==> src/ac97_audio_pkg.sv <==
//--------------------
// ac97 audio types
// sample, stereo pair and fifo level
// types, plus the 48 kHz rate constants
//--------------------

package ac97_audio_pkg;

  typedef logic signed [15:0] sample_t;          // one pcm sample

  // stereo pair, right in the upper half
  typedef struct packed {
    sample_t right;                              // bits 31:16
    sample_t left;                               // bits 15:0
  } stereo_t;

  // fifo fill flags, all derived from the count
  typedef struct packed {
    logic full;                                  // count == depth
    logic half_full;                             // count >= depth/2
    logic half_empty;                            // count < depth/2
    logic empty;                                 // count == 0
  } fifo_level_t;

  // selects the flag behind an interrupt
  typedef enum logic [2:0] {
    irq_none,
    irq_empty,
    irq_half_empty,
    irq_half_full,
    irq_full
  } irq_level_e;

  localparam logic [11:0] rate_ctr_max  = 12'd2604; // short run end value
  localparam logic [2:0]  rate_frac_max = 3'd5;     // long run every sixth period

endpackage

==> src/ac97_bus_pkg.sv <==
//--------------------
// ac97 system bus definitions
// request struct, register map, status
// bits and codec shadow constants
//--------------------

package ac97_bus_pkg;

  // one bus request, held for a single cycle
  typedef struct packed {
    logic [19:0] addr;                           // byte offset
    logic [31:0] wdata;
    logic        wen;
    logic        ren;
  } sys_req_t;

  //--------------------
  // register offsets
  localparam logic [19:0] reg_play_fifo   = 20'h00000; // wo, one sample per write
  localparam logic [19:0] reg_rec_fifo    = 20'h00004; // ro, left then right
  localparam logic [19:0] reg_status      = 20'h00008; // ro
  localparam logic [19:0] reg_fifo_reset  = 20'h0000C; // bit0 play, bit1 rec
  localparam logic [19:0] reg_codec_addr  = 20'h00010; // 6:1 word, 7 read
  localparam logic [19:0] reg_codec_rdata = 20'h00014;
  localparam logic [19:0] reg_codec_wdata = 20'h00018;

  //--------------------
  // status bit positions
  localparam int stat_play_full      = 0;
  localparam int stat_play_half_full = 1;
  localparam int stat_rec_full       = 2;
  localparam int stat_rec_empty      = 3;
  localparam int stat_access_done    = 4;
  localparam int stat_codec_ready    = 5;
  localparam int stat_play_underrun  = 6;
  localparam int stat_rec_overrun    = 7;

  //--------------------
  // codec shadow
  localparam logic [5:0]  codec_status_word = 6'h13;    // byte address 0x26
  localparam logic [15:0] codec_ready_mask  = 16'h000f; // four ready bits
  localparam logic [2:0]  startup_cycles    = 3'd4;     // delay after reset

endpackage

==> src/ac97_rate_gen.sv <==
//--------------------
// ac97 sample rate strobes
// exact 48 kHz and 8 kHz single cycle
// strobes from the 125 MHz clock
//--------------------
`timescale 1ns/1ps

module ac97_rate_gen (
  input  logic clk_adc_125mhz,
  input  logic adc_rstn_i,
  output logic tick_48k_o,
  output logic tick_8k_o
);
  import ac97_audio_pkg::*;

  logic [11:0] ctr_q;                            // period counter
  logic [2:0]  frac_q;                           // short runs since last long one

  always_ff @(posedge clk_adc_125mhz) begin
    if (!adc_rstn_i) begin
      ctr_q      <= '0;
      frac_q     <= '0;
      tick_48k_o <= 1'b0;
      tick_8k_o  <= 1'b0;
    end else if (ctr_q == rate_ctr_max) begin
      tick_48k_o <= 1'b1;
      if (frac_q == rate_frac_max) begin         // sixth period, one cycle longer
        frac_q    <= '0;
        ctr_q     <= '0;
        tick_8k_o <= 1'b1;                       // frame boundary
      end else begin
        frac_q    <= frac_q + 3'd1;
        ctr_q     <= 12'd1;                      // short run
        tick_8k_o <= 1'b0;
      end
    end else begin
      tick_48k_o <= 1'b0;
      tick_8k_o  <= 1'b0;
      ctr_q      <= ctr_q + 12'd1;
    end
  end

  // 8k frame only ever lands on a 48k tick
  a_8k_on_48k: assert property (@(posedge clk_adc_125mhz) disable iff (!adc_rstn_i)
    tick_8k_o |-> tick_48k_o);

endmodule

==> src/ac97_sample_fifo.sv <==
//--------------------
// stereo sample fifo
// circular buffer with show-ahead head,
// fill count and level flags
//--------------------
`timescale 1ns/1ps

module ac97_sample_fifo #(
  parameter int fifo_depth = 16                  // power of two, at least 4
) (
  input  logic                        clk_adc_125mhz,
  input  logic                        adc_rstn_i,
  input  logic                        clear_i,
  input  logic                        push_i,
  input  ac97_audio_pkg::stereo_t     din_i,
  input  logic                        pop_i,
  output ac97_audio_pkg::stereo_t     dout_o,
  output ac97_audio_pkg::fifo_level_t level_o
);
  import ac97_audio_pkg::*;

  localparam int          aw      = $clog2(fifo_depth);
  localparam logic [aw:0] depth_c = (aw+1)'(fifo_depth);
  localparam logic [aw:0] half_c  = (aw+1)'(fifo_depth / 2);

  stereo_t       mem [fifo_depth];
  logic [aw-1:0] wr_ptr_q;
  logic [aw-1:0] rd_ptr_q;
  logic [aw:0]   count_q;
  logic          do_push;
  logic          do_pop;

  assign do_push = push_i && !level_o.full;     // push to full is dropped
  assign do_pop  = pop_i && !level_o.empty;     // pop from empty is ignored

  always_ff @(posedge clk_adc_125mhz) begin
    if (do_push) mem[wr_ptr_q] <= din_i;
  end

  always_ff @(posedge clk_adc_125mhz) begin
    if (!adc_rstn_i || clear_i) begin
      wr_ptr_q <= '0;
      rd_ptr_q <= '0;
      count_q  <= '0;
    end else begin
      if (do_push) wr_ptr_q <= wr_ptr_q + aw'(1);
      if (do_pop)  rd_ptr_q <= rd_ptr_q + aw'(1);
      if (do_push && !do_pop)      count_q <= count_q + (aw+1)'(1);
      else if (do_pop && !do_push) count_q <= count_q - (aw+1)'(1);
    end
  end

  assign dout_o = mem[rd_ptr_q];                 // show-ahead head word

  // flags follow the count
  assign level_o.empty      = (count_q == '0);
  assign level_o.half_empty = (count_q < half_c);
  assign level_o.half_full  = (count_q >= half_c);
  assign level_o.full       = (count_q == depth_c);

  a_count_range: assert property (@(posedge clk_adc_125mhz) disable iff (!adc_rstn_i)
    count_q <= depth_c);
  a_empty_full: assert property (@(posedge clk_adc_125mhz) disable iff (!adc_rstn_i)
    !(level_o.empty && level_o.full));

endmodule

==> src/ac97_stream_irq.sv <==
//--------------------
// ac97 stream interrupts
// per direction fifo level interrupt,
// sticky play underrun and rec overrun
//--------------------
`timescale 1ns/1ps

module ac97_stream_irq #(
  parameter ac97_audio_pkg::irq_level_e play_irq_level = ac97_audio_pkg::irq_half_empty,
  parameter ac97_audio_pkg::irq_level_e rec_irq_level  = ac97_audio_pkg::irq_half_full
) (
  input  logic                        clk_adc_125mhz,
  input  logic                        adc_rstn_i,
  input  logic                        tick_48k_i,
  input  ac97_audio_pkg::fifo_level_t play_level_i,
  input  ac97_audio_pkg::fifo_level_t rec_level_i,
  input  logic                        play_clear_i,
  input  logic                        rec_clear_i,
  output logic                        irq_play_o,
  output logic                        irq_rec_o,
  output logic                        play_underrun_o,
  output logic                        rec_overrun_o
);
  import ac97_audio_pkg::*;

  // flag named by the interrupt level
  function automatic logic pick_flag(irq_level_e sel, fifo_level_t lvl);
    case (sel)
      irq_empty:      return lvl.empty;
      irq_half_empty: return lvl.half_empty;
      irq_half_full:  return lvl.half_full;
      irq_full:       return lvl.full;
      default:        return 1'b0;             // irq_none
    endcase
  endfunction

  always_ff @(posedge clk_adc_125mhz) begin
    if (!adc_rstn_i) begin
      irq_play_o      <= 1'b0;
      irq_rec_o       <= 1'b0;
      play_underrun_o <= 1'b0;
      rec_overrun_o   <= 1'b0;
    end else begin
      irq_play_o <= pick_flag(play_irq_level, play_level_i); // one cycle lag
      irq_rec_o  <= pick_flag(rec_irq_level, rec_level_i);
      if (play_clear_i)
        play_underrun_o <= 1'b0;
      else if (tick_48k_i && play_level_i.empty)
        play_underrun_o <= 1'b1;                 // nothing to play out
      if (rec_clear_i)
        rec_overrun_o <= 1'b0;
      else if (tick_48k_i && rec_level_i.full)
        rec_overrun_o <= 1'b1;                   // capture lost
    end
  end

endmodule

==> src/ac97_codec_regs.sv <==
//--------------------
// ac97 codec register shadow
// 64 x 16 ram, status word always ready,
// access finished flag
//--------------------
`timescale 1ns/1ps

module ac97_codec_regs (
  input  logic                                        clk_adc_125mhz,
  input  logic                                        adc_rstn_i,
  input  logic [5:0]                                  word_addr_i,
  input  logic [$bits(ac97_audio_pkg::sample_t)-1:0]  wdata_i,
  input  logic                                        store_i,
  input  logic                                        recall_i,
  output logic [15:0]                                 rdata_o,
  output logic                                        access_done_o
);
  import ac97_bus_pkg::*;

  logic [15:0] mem [64];                         // codec register shadow
  logic [15:0] mem_q;                            // registered read
  logic [1:0]  recall_d_q;                       // recall delay line
  logic        done_q;

  always_ff @(posedge clk_adc_125mhz) begin
    if (store_i) mem[word_addr_i] <= wdata_i;
    mem_q <= mem[word_addr_i];
    if (recall_d_q[1]) begin
      if (word_addr_i == codec_status_word)
        rdata_o <= mem_q | codec_ready_mask;     // codec always reports ready
      else
        rdata_o <= mem_q;
    end
  end

  always_ff @(posedge clk_adc_125mhz) begin
    if (!adc_rstn_i) begin
      recall_d_q <= '0;
      done_q     <= 1'b0;
    end else begin
      recall_d_q <= {recall_d_q[0], recall_i};
      if (store_i || recall_d_q[1])
        done_q <= 1'b1;                          // write done or read data valid
      else if (recall_i)
        done_q <= 1'b0;
    end
  end

  // low from the first cycle of a new access
  assign access_done_o = done_q && !store_i && !recall_i;

  a_one_access: assert property (@(posedge clk_adc_125mhz) disable iff (!adc_rstn_i)
    !(store_i && recall_i));

endmodule

==> src/ac97_bus_regs.sv <==
//--------------------
// ac97 system bus registers
// decode, stereo pair assembly, record
// half word readout, start-up delay and
// status word
//--------------------
`timescale 1ns/1ps

module ac97_bus_regs (
  input  logic                        clk_adc_125mhz,
  input  logic                        adc_rstn_i,
  input  ac97_bus_pkg::sys_req_t      sys_req_i,
  output logic [31:0]                 sys_rdata_o,
  output logic                        sys_ack_o,
  output logic                        play_push_o,
  output ac97_audio_pkg::stereo_t     play_pair_o,
  output logic                        play_clear_o,
  input  ac97_audio_pkg::stereo_t     rec_head_i,
  output logic                        rec_pop_o,
  output logic                        rec_clear_o,
  input  ac97_audio_pkg::fifo_level_t play_level_i,
  input  ac97_audio_pkg::fifo_level_t rec_level_i,
  input  logic                        play_underrun_i,
  input  logic                        rec_overrun_i,
  output logic [5:0]                  codec_addr_o,
  output logic [15:0]                 codec_wdata_o,
  output logic                        codec_store_o,
  output logic                        codec_recall_o,
  input  logic [15:0]                 codec_rdata_i,
  input  logic                        codec_access_done_i
);
  import ac97_bus_pkg::*;

  logic [2:0]  startup_cnt_q;                    // cycles left in start-up
  logic        startup;
  logic        codec_ready_q;
  logic        play_right_q;                     // next play write is right
  logic        rec_right_q;                      // next rec read is right
  logic [31:0] status;
  logic [31:0] rdata_mux;

  //--------------------
  // start-up delay
  assign startup = (startup_cnt_q != 3'd0);

  always_ff @(posedge clk_adc_125mhz) begin
    if (!adc_rstn_i) begin
      startup_cnt_q <= startup_cycles;
      codec_ready_q <= 1'b0;
    end else begin
      if (startup) startup_cnt_q <= startup_cnt_q - 3'd1;
      codec_ready_q <= !startup;
    end
  end

  //--------------------
  // read side
  always_comb begin
    status                     = '0;
    status[stat_play_full]     = play_level_i.full;
    status[stat_play_half_full] = play_level_i.half_full;
    status[stat_rec_full]      = rec_level_i.full;
    status[stat_rec_empty]     = rec_level_i.empty;
    status[stat_access_done]   = codec_access_done_i;
    status[stat_codec_ready]   = codec_ready_q;
    status[stat_play_underrun] = play_underrun_i;
    status[stat_rec_overrun]   = rec_overrun_i;
  end

  always_comb begin
    case (sys_req_i.addr)
      reg_rec_fifo:    rdata_mux = rec_right_q ? {16'h0, rec_head_i.right}
                                               : {16'h0, rec_head_i.left};
      reg_status:      rdata_mux = status;
      reg_codec_rdata: rdata_mux = {16'h0, codec_rdata_i};
      default:         rdata_mux = '0;         // unmapped reads zero
    endcase
  end

  always_ff @(posedge clk_adc_125mhz) begin
    if (!adc_rstn_i) begin
      sys_ack_o   <= 1'b0;
      sys_rdata_o <= '0;
    end else begin
      sys_ack_o   <= sys_req_i.wen || sys_req_i.ren;
      sys_rdata_o <= sys_req_i.ren ? rdata_mux : '0;
    end
  end

  //--------------------
  // write side strobes
  always_ff @(posedge clk_adc_125mhz) begin
    if (!adc_rstn_i) begin
      play_push_o    <= 1'b0;
      play_clear_o   <= 1'b0;
      rec_pop_o      <= 1'b0;
      rec_clear_o    <= 1'b0;
      codec_store_o  <= 1'b0;
      codec_recall_o <= 1'b0;
      codec_addr_o   <= '0;
      play_right_q   <= 1'b0;
      rec_right_q    <= 1'b0;
    end else begin
      play_push_o    <= 1'b0;                    // strobes by default
      rec_pop_o      <= 1'b0;
      codec_store_o  <= 1'b0;
      codec_recall_o <= 1'b0;
      play_clear_o   <= startup;                 // fifos held clear in start-up
      rec_clear_o    <= startup;
      if (startup) begin
        play_right_q <= 1'b0;
        rec_right_q  <= 1'b0;
      end else begin
        if (sys_req_i.wen) begin
          case (sys_req_i.addr)
            reg_play_fifo: begin
              play_push_o  <= play_right_q;      // pair complete after right
              play_right_q <= !play_right_q;
            end
            reg_fifo_reset: begin
              if (sys_req_i.wdata[0]) begin
                play_clear_o <= 1'b1;
                play_right_q <= 1'b0;            // back to left
              end
              if (sys_req_i.wdata[1]) begin
                rec_clear_o <= 1'b1;
                rec_right_q <= 1'b0;
              end
            end
            reg_codec_addr: begin
              codec_addr_o   <= sys_req_i.wdata[6:1];
              codec_recall_o <= sys_req_i.wdata[7];  // bit 7 set reads
              codec_store_o  <= !sys_req_i.wdata[7];
            end
            default: ;
          endcase
        end
        if (sys_req_i.ren && sys_req_i.addr == reg_rec_fifo) begin
          rec_pop_o   <= rec_right_q;            // pop after right half
          rec_right_q <= !rec_right_q;
        end
      end
    end
  end

  // pair and codec write data
  always_ff @(posedge clk_adc_125mhz) begin
    if (sys_req_i.wen && sys_req_i.addr == reg_play_fifo) begin
      if (play_right_q) play_pair_o.right <= sys_req_i.wdata[15:0];
      else              play_pair_o.left  <= sys_req_i.wdata[15:0];
    end
    if (sys_req_i.wen && sys_req_i.addr == reg_codec_wdata)
      codec_wdata_o <= sys_req_i.wdata[15:0];
  end

endmodule

==> src/ac97_top.sv <==
//--------------------
// ac97 audio stream top
// rate strobes, play and record fifos,
// interrupts, codec shadow and bus block
//--------------------
`timescale 1ns/1ps

module ac97_top #(
  parameter int                         fifo_depth     = 16,
  parameter ac97_audio_pkg::irq_level_e play_irq_level = ac97_audio_pkg::irq_half_empty,
  parameter ac97_audio_pkg::irq_level_e rec_irq_level  = ac97_audio_pkg::irq_half_full
) (
  input  logic                    clk_adc_125mhz,
  input  logic                    adc_rstn_i,
  input  ac97_bus_pkg::sys_req_t  sys_req_i,
  output logic [31:0]             sys_rdata_o,
  output logic                    sys_ack_o,
  input  ac97_audio_pkg::stereo_t line_in_i,
  output ac97_audio_pkg::stereo_t line_out_o,
  output logic                    tick_48k_o,
  output logic                    tick_8k_o,
  output logic                    irq_play_o,
  output logic                    irq_rec_o
);
  import ac97_audio_pkg::*;

  stereo_t     play_pair, play_head, rec_head;
  fifo_level_t play_level, rec_level;
  logic        play_push, play_clear, rec_pop, rec_clear;
  logic        play_underrun, rec_overrun;
  logic [5:0]  codec_addr;
  logic [15:0] codec_wdata, codec_rdata;
  logic        codec_store, codec_recall, codec_done;

  ac97_rate_gen rate_gen_i (.clk_adc_125mhz, .adc_rstn_i, .tick_48k_o, .tick_8k_o);

  ac97_sample_fifo #(.fifo_depth(fifo_depth)) play_fifo_i (
    .clk_adc_125mhz, .adc_rstn_i, .clear_i(play_clear), .push_i(play_push),
    .din_i(play_pair), .pop_i(tick_48k_o), .dout_o(play_head), .level_o(play_level));

  ac97_sample_fifo #(.fifo_depth(fifo_depth)) rec_fifo_i (
    .clk_adc_125mhz, .adc_rstn_i, .clear_i(rec_clear), .push_i(tick_48k_o),
    .din_i(line_in_i), .pop_i(rec_pop), .dout_o(rec_head), .level_o(rec_level));

  ac97_stream_irq #(.play_irq_level(play_irq_level), .rec_irq_level(rec_irq_level)) irq_i (
    .clk_adc_125mhz, .adc_rstn_i, .tick_48k_i(tick_48k_o), .play_level_i(play_level),
    .rec_level_i(rec_level), .play_clear_i(play_clear), .rec_clear_i(rec_clear),
    .irq_play_o, .irq_rec_o, .play_underrun_o(play_underrun), .rec_overrun_o(rec_overrun));

  ac97_codec_regs codec_regs_i (
    .clk_adc_125mhz, .adc_rstn_i, .word_addr_i(codec_addr), .wdata_i(codec_wdata),
    .store_i(codec_store), .recall_i(codec_recall), .rdata_o(codec_rdata),
    .access_done_o(codec_done));

  ac97_bus_regs bus_regs_i (
    .clk_adc_125mhz, .adc_rstn_i, .sys_req_i, .sys_rdata_o, .sys_ack_o,
    .play_push_o(play_push), .play_pair_o(play_pair), .play_clear_o(play_clear),
    .rec_head_i(rec_head), .rec_pop_o(rec_pop), .rec_clear_o(rec_clear),
    .play_level_i(play_level), .rec_level_i(rec_level), .play_underrun_i(play_underrun),
    .rec_overrun_i(rec_overrun), .codec_addr_o(codec_addr), .codec_wdata_o(codec_wdata),
    .codec_store_o(codec_store), .codec_recall_o(codec_recall),
    .codec_rdata_i(codec_rdata), .codec_access_done_i(codec_done));

  //--------------------
  // line out, loads the head as the fifo pops it
  always_ff @(posedge clk_adc_125mhz) begin
    if (!adc_rstn_i)
      line_out_o <= '0;
    else if (tick_48k_o && !play_level.empty)
      line_out_o <= play_head;                   // holds on underrun
  end

endmodule

==> config.mk <==
export PLATFORM = sky130hd
export DESIGN_NAME = ac97_top
export DESIGN_NICKNAME = d
export VERILOG_FILES = /design/src/ac97_audio_pkg.sv /design/src/ac97_bus_pkg.sv /design/src/ac97_rate_gen.sv /design/src/ac97_sample_fifo.sv /design/src/ac97_stream_irq.sv /design/src/ac97_codec_regs.sv /design/src/ac97_bus_regs.sv /design/src/ac97_top.sv
export SDC_FILE = /design/constraint.sdc
export NUM_CORES = 2
export LEC_CHECK = 0
export BUFFER_PORTS_ARGS = -buffer_cell sky130_fd_sc_hd__buf_2
export CAP_MARGIN = 15
export CORE_UTILIZATION = 45
export CTS_CLUSTER_SIZE = 16
export DETAILED_ROUTE_END_ITERATION = 6
export SLEW_MARGIN = 10
export SYNTH_ARGS = -nofsm -noshare
export SYNTH_HDL_FRONTEND = slang
export SYNTH_SLANG_ARGS = --single-unit
==> constraint.sdc <==
create_clock -name clk_adc_125mhz -period 5.4 [get_ports clk_adc_125mhz]
set_clock_uncertainty 0.1 [all_clocks]
set_input_delay 0.54 -clock clk_adc_125mhz [delete_from_list [all_inputs] [get_ports clk_adc_125mhz]]
set_output_delay 0.54 -clock clk_adc_125mhz [all_outputs]
set_load 0.01 [all_outputs]
==> results by group <==
Pwr
  • Total Power: 0.0340 W
  • Flop pwr share: 0.555
  • Pwr dens: 347 nW/µm²
  • Max IR drop VDD: 289 µV
  • Switching Power: 0.00669 W
  • Gate power share: 0.007
  • Clk network pwr share: 0.438
  • P_leak: 30.4 nW
  • Int Pwr: 0.0273 W
  • Sw Share: 0.197

Placed design
  • Global placement routability congestion: 0.872
  • Post-DP HPWL: 129 mm
  • Dpl cells: 6,978
  • Port bufs: 124

Synthesis
  • Post-synthesis cell type count: 75
  • Synth area leader: edfxtp_1
  • Post-synth top cells: edfxtp_1, mux4_2, nor2_1
  • Synthesized area: 85,900 µm²
  • Ys flop type: edfxtp_1
  • Top-area cell type share of the netlist area: 0.739
  • Asr flop ratio synth: 0
  • Register area share after synthesis: 0.771
  • Syn avg cell area: 19.5 µm²
  • Synth warn: 0
  • Cells after Synth: 4,413
  • Synth area leaders: edfxtp_1, mux4_2, dfxtp_1
  • Post-synth EDFFs: 2,112
  • Cell with the most instances after synthesis: edfxtp_1
  • Yosys reg bits: 2,249

Floorplan
  • # rows: 159
  • Initial core utilization: 0.455
  • Die Width: 439 µm
  • Die area: 193,000 µm²
  • I/O Pins: 157
  • Core area: 189,000 µm²
  • Die Ht: 439 µm

Setup path
  • CP cell instances: buf_4 -> mux2_2 -> a221o_1 -> a22oi_1 -> o22ai_1 -> or4_1
  • Cell family with most CP delay: compound AO/OA/AOI/OAI gates
  • Buf/Inv on CP: 1
  • Worst setup SP type: flip-flop
  • CP Max Fanout: 47
  • Max incr delay on CP: 0.90 ns
  • WP data arrival: 4.27 ns
  • Slowest CP cell: dfxtp_4
  • Crit end category: flip-flop
  • CP Data Required Time: 6.05 ns
  • Critical path class: flip-flop to flip-flop

STA
  • Least-Margin Pin Slew: 1.13 ns
  • Final Hold Fails: 0
  • Unrepaired setup endpoints after global routing: false
  • Tmin final: 3.62 ns
  • Final period util: 0.670
  • Worst rel slew slack: 0.244
  • Final Setup Violations: 0
  • Fmax: 276 MHz
  • Final Max Slew Viols: 0
  • Setup Total Neg Slack: 0 ns

Clock network
  • Register clock-pin slew on the reported worst setup and hold paths: 0.06 ns
  • H-tree levels: 4
  • Clk sink count: 2,249
  • Post-CTS setup buffers: 0
  • Clock latency at the later pin of the worst-skew pair: 0.87 ns
  • Cts bufs inserted: 220
  • Root Buffer: clkbuf_16
  • PostCTS Resize Cnt: 0
  • Clock Path Buffers: 3
  • Hold-fix buffers, CTS: 51
  • CTS tree: built

Global route
  • Vias in the first global route: 43,900
  • GR Util met2: 0.379
  • Largest net degree at the start of global routing: 67
  • Met3 Use GR: 0.0373
  • GR Util met1: 0.321
  • First-pass GRT wire length: 321 mm
  • Grt total ovfl: 0
  • Initial antenna violation count: 14
  • All-Layer GR Usage: 0.233
  • Layer with the highest usage: met2

Route
  • # DRC: 0
  • 1st-pass router iterations: 6
  • WL per Instance: 30.2 µm
  • Via Count: 44,600
  • Vias per cell: 5.98
  • Remaining antenna violation count: 0
  • DR iter-0 viols: 5,030
  • Final wirelength: 225 mm

Cells and area
  • Layout cells sized above 1: 0.240
  • Layout area overhead: 14.0%
  • Layout fillers: 15,000
  • Fin nets: 4,870
  • Cell Count, Final, Fillers Out: 7,448

Min path
  • Hold Path Class: input port to flip-flop

Outcome
  • Status: complete, no violations

Job
  • Max_cap viols: 0
==> path summary, 6_finish.rpt <==
| path | end | start | cells past startpoint | slack (ns) |
|---|---|---|---|---|
| hold / removal | bus_regs_i.codec_store_o$_SDFF_PP0_ | sys_req_i[37] | 3 | 0.07 |
| setup reg to reg | codec_regs_i.mem_q[1]$_DFF_P_ | bus_regs_i.codec_addr_o[2]$_SDFFE_PN0P_ | 6 | 1.78 |
| setup / recovery | codec_regs_i.mem_q[1]$_DFF_P_ | bus_regs_i.codec_addr_o[2]$_SDFFE_PN0P_ | 6 | 1.78 |
| hold reg to reg | codec_regs_i.rdata_o[4]$_DFFE_PP_ | codec_regs_i.mem_q[4]$_DFF_P_ | 0 | 0.31 |
==> worst register-to-register path: stages (launching register included) <==
cell	delay, ns
dfxtp_4	0.90
buf_4	0.46
mux2_2	0.39
a221o_1	0.29
a22oi_1	0.45
o22ai_1	0.34
or4_1	0.59
==> through the flow <==
stage	setup WS, ns	hold WS [ns]	cell area, µm²	util
floorplan	1.44	0.286	85900	-
global placement	1.74	0.296	90300	0.479
detailed placement	1.71	0.297	90300	0.479
CTS	1.79	0.00889	97900	0.519
global route	1.59	0.0330	97900	0.519
finish	1.78	0.0695	97900	0.519
==> per-layer routing <==
layer,vias up,share of wire
met4,2,0.034
met5,-,0.000058
met2,1833,0.49
met3,388,0.073
li1,18800,-
met1,23600,0.40
==> registers in the layout, indices dropped and copies added, names as in the netlist, 16 cells and up, named ones only <==
name and flops:
codec_regs_i.rdata_o 16, codec_regs_i.mem 1024, codec_regs_i.mem_q 16, rec_fifo_i.mem 512
bus_regs_i.sys_rdata_o 16, line_out_o 32, bus_regs_i.codec_wdata_o 16, bus_regs_i.play_pair_o 32
play_fifo_i.mem 512
==> logic make-up (layout without fill, tap and decap cells) <==
group / count (synthesis) / after routing / synth area share
adder cells (fa/ha/maj): 24 / 24 / 0.00367
AND/OR/NAND/NOR: 651 / 651 / 0.0363
other: 1 / 22 / 0.0000437
multiplexers: 581 / 581 / 0.122
flip-flops: 2249 / 2249 / 0.771
buffers and inverters: 296 / 815 / 0.0165
XOR/XNOR: 32 / 32 / 0.00326
AO/OA/AOI/OAI: 579 / 579 / 0.0479
==> power groups by stage <==
stage	sequential [W]	clock (W)	combinational, W
finish	0.0189	0.0149	0.000226
global route	0.0189	0.0157	0.000248
CTS	0.0189	0.0151	0.000228
detailed placement	0.0192	0	0.000193
global placement	0.0192	0	0.000186
floorplan	0.0192	0	0.0000784
==> final cells by class <==
cell class | instances | area (µm²) | share of cell area
multi-input cells | 1883 | 18600 | 0.190
flip-flops and latches | 2249 | 66200 | 0.676
inverters | 30 | 114 | 0.00116
diodes | 6 | 15.0 | 0.000153
repair buffers | 374 | 2820 | 0.0288
clock inverters | 104 | 965 | 0.00985
well taps | 2495 | 3120 | 0.0319
clock buffers | 307 | 6060 | 0.0619
==> placed cells by master, fill, tap and decap left out, types with 44 or more instances in the layout <==
master / Yosys / routed
a21oi_1: 111 / 111
a221oi_1: 101 / 101
a22oi_1: 101 / 101
buf_2: 105 / 124
buf_4: 37 / 184
clkbuf_1: 95 / 65
clkbuf_16: 0 / 221
dfxtp_1: 137 / 126
dlygate4sd3_1: 0 / 51
edfxtp_1: 2112 / 2112
mux2_2: 104 / 104
mux2i_1: 116 / 116
mux4_2: 360 / 360
nand2_1: 201 / 201
nor2_1: 204 / 175
o21ai_0: 61 / 61
o22ai_1: 44 / 44
Power figures use the tool's default switching activity.
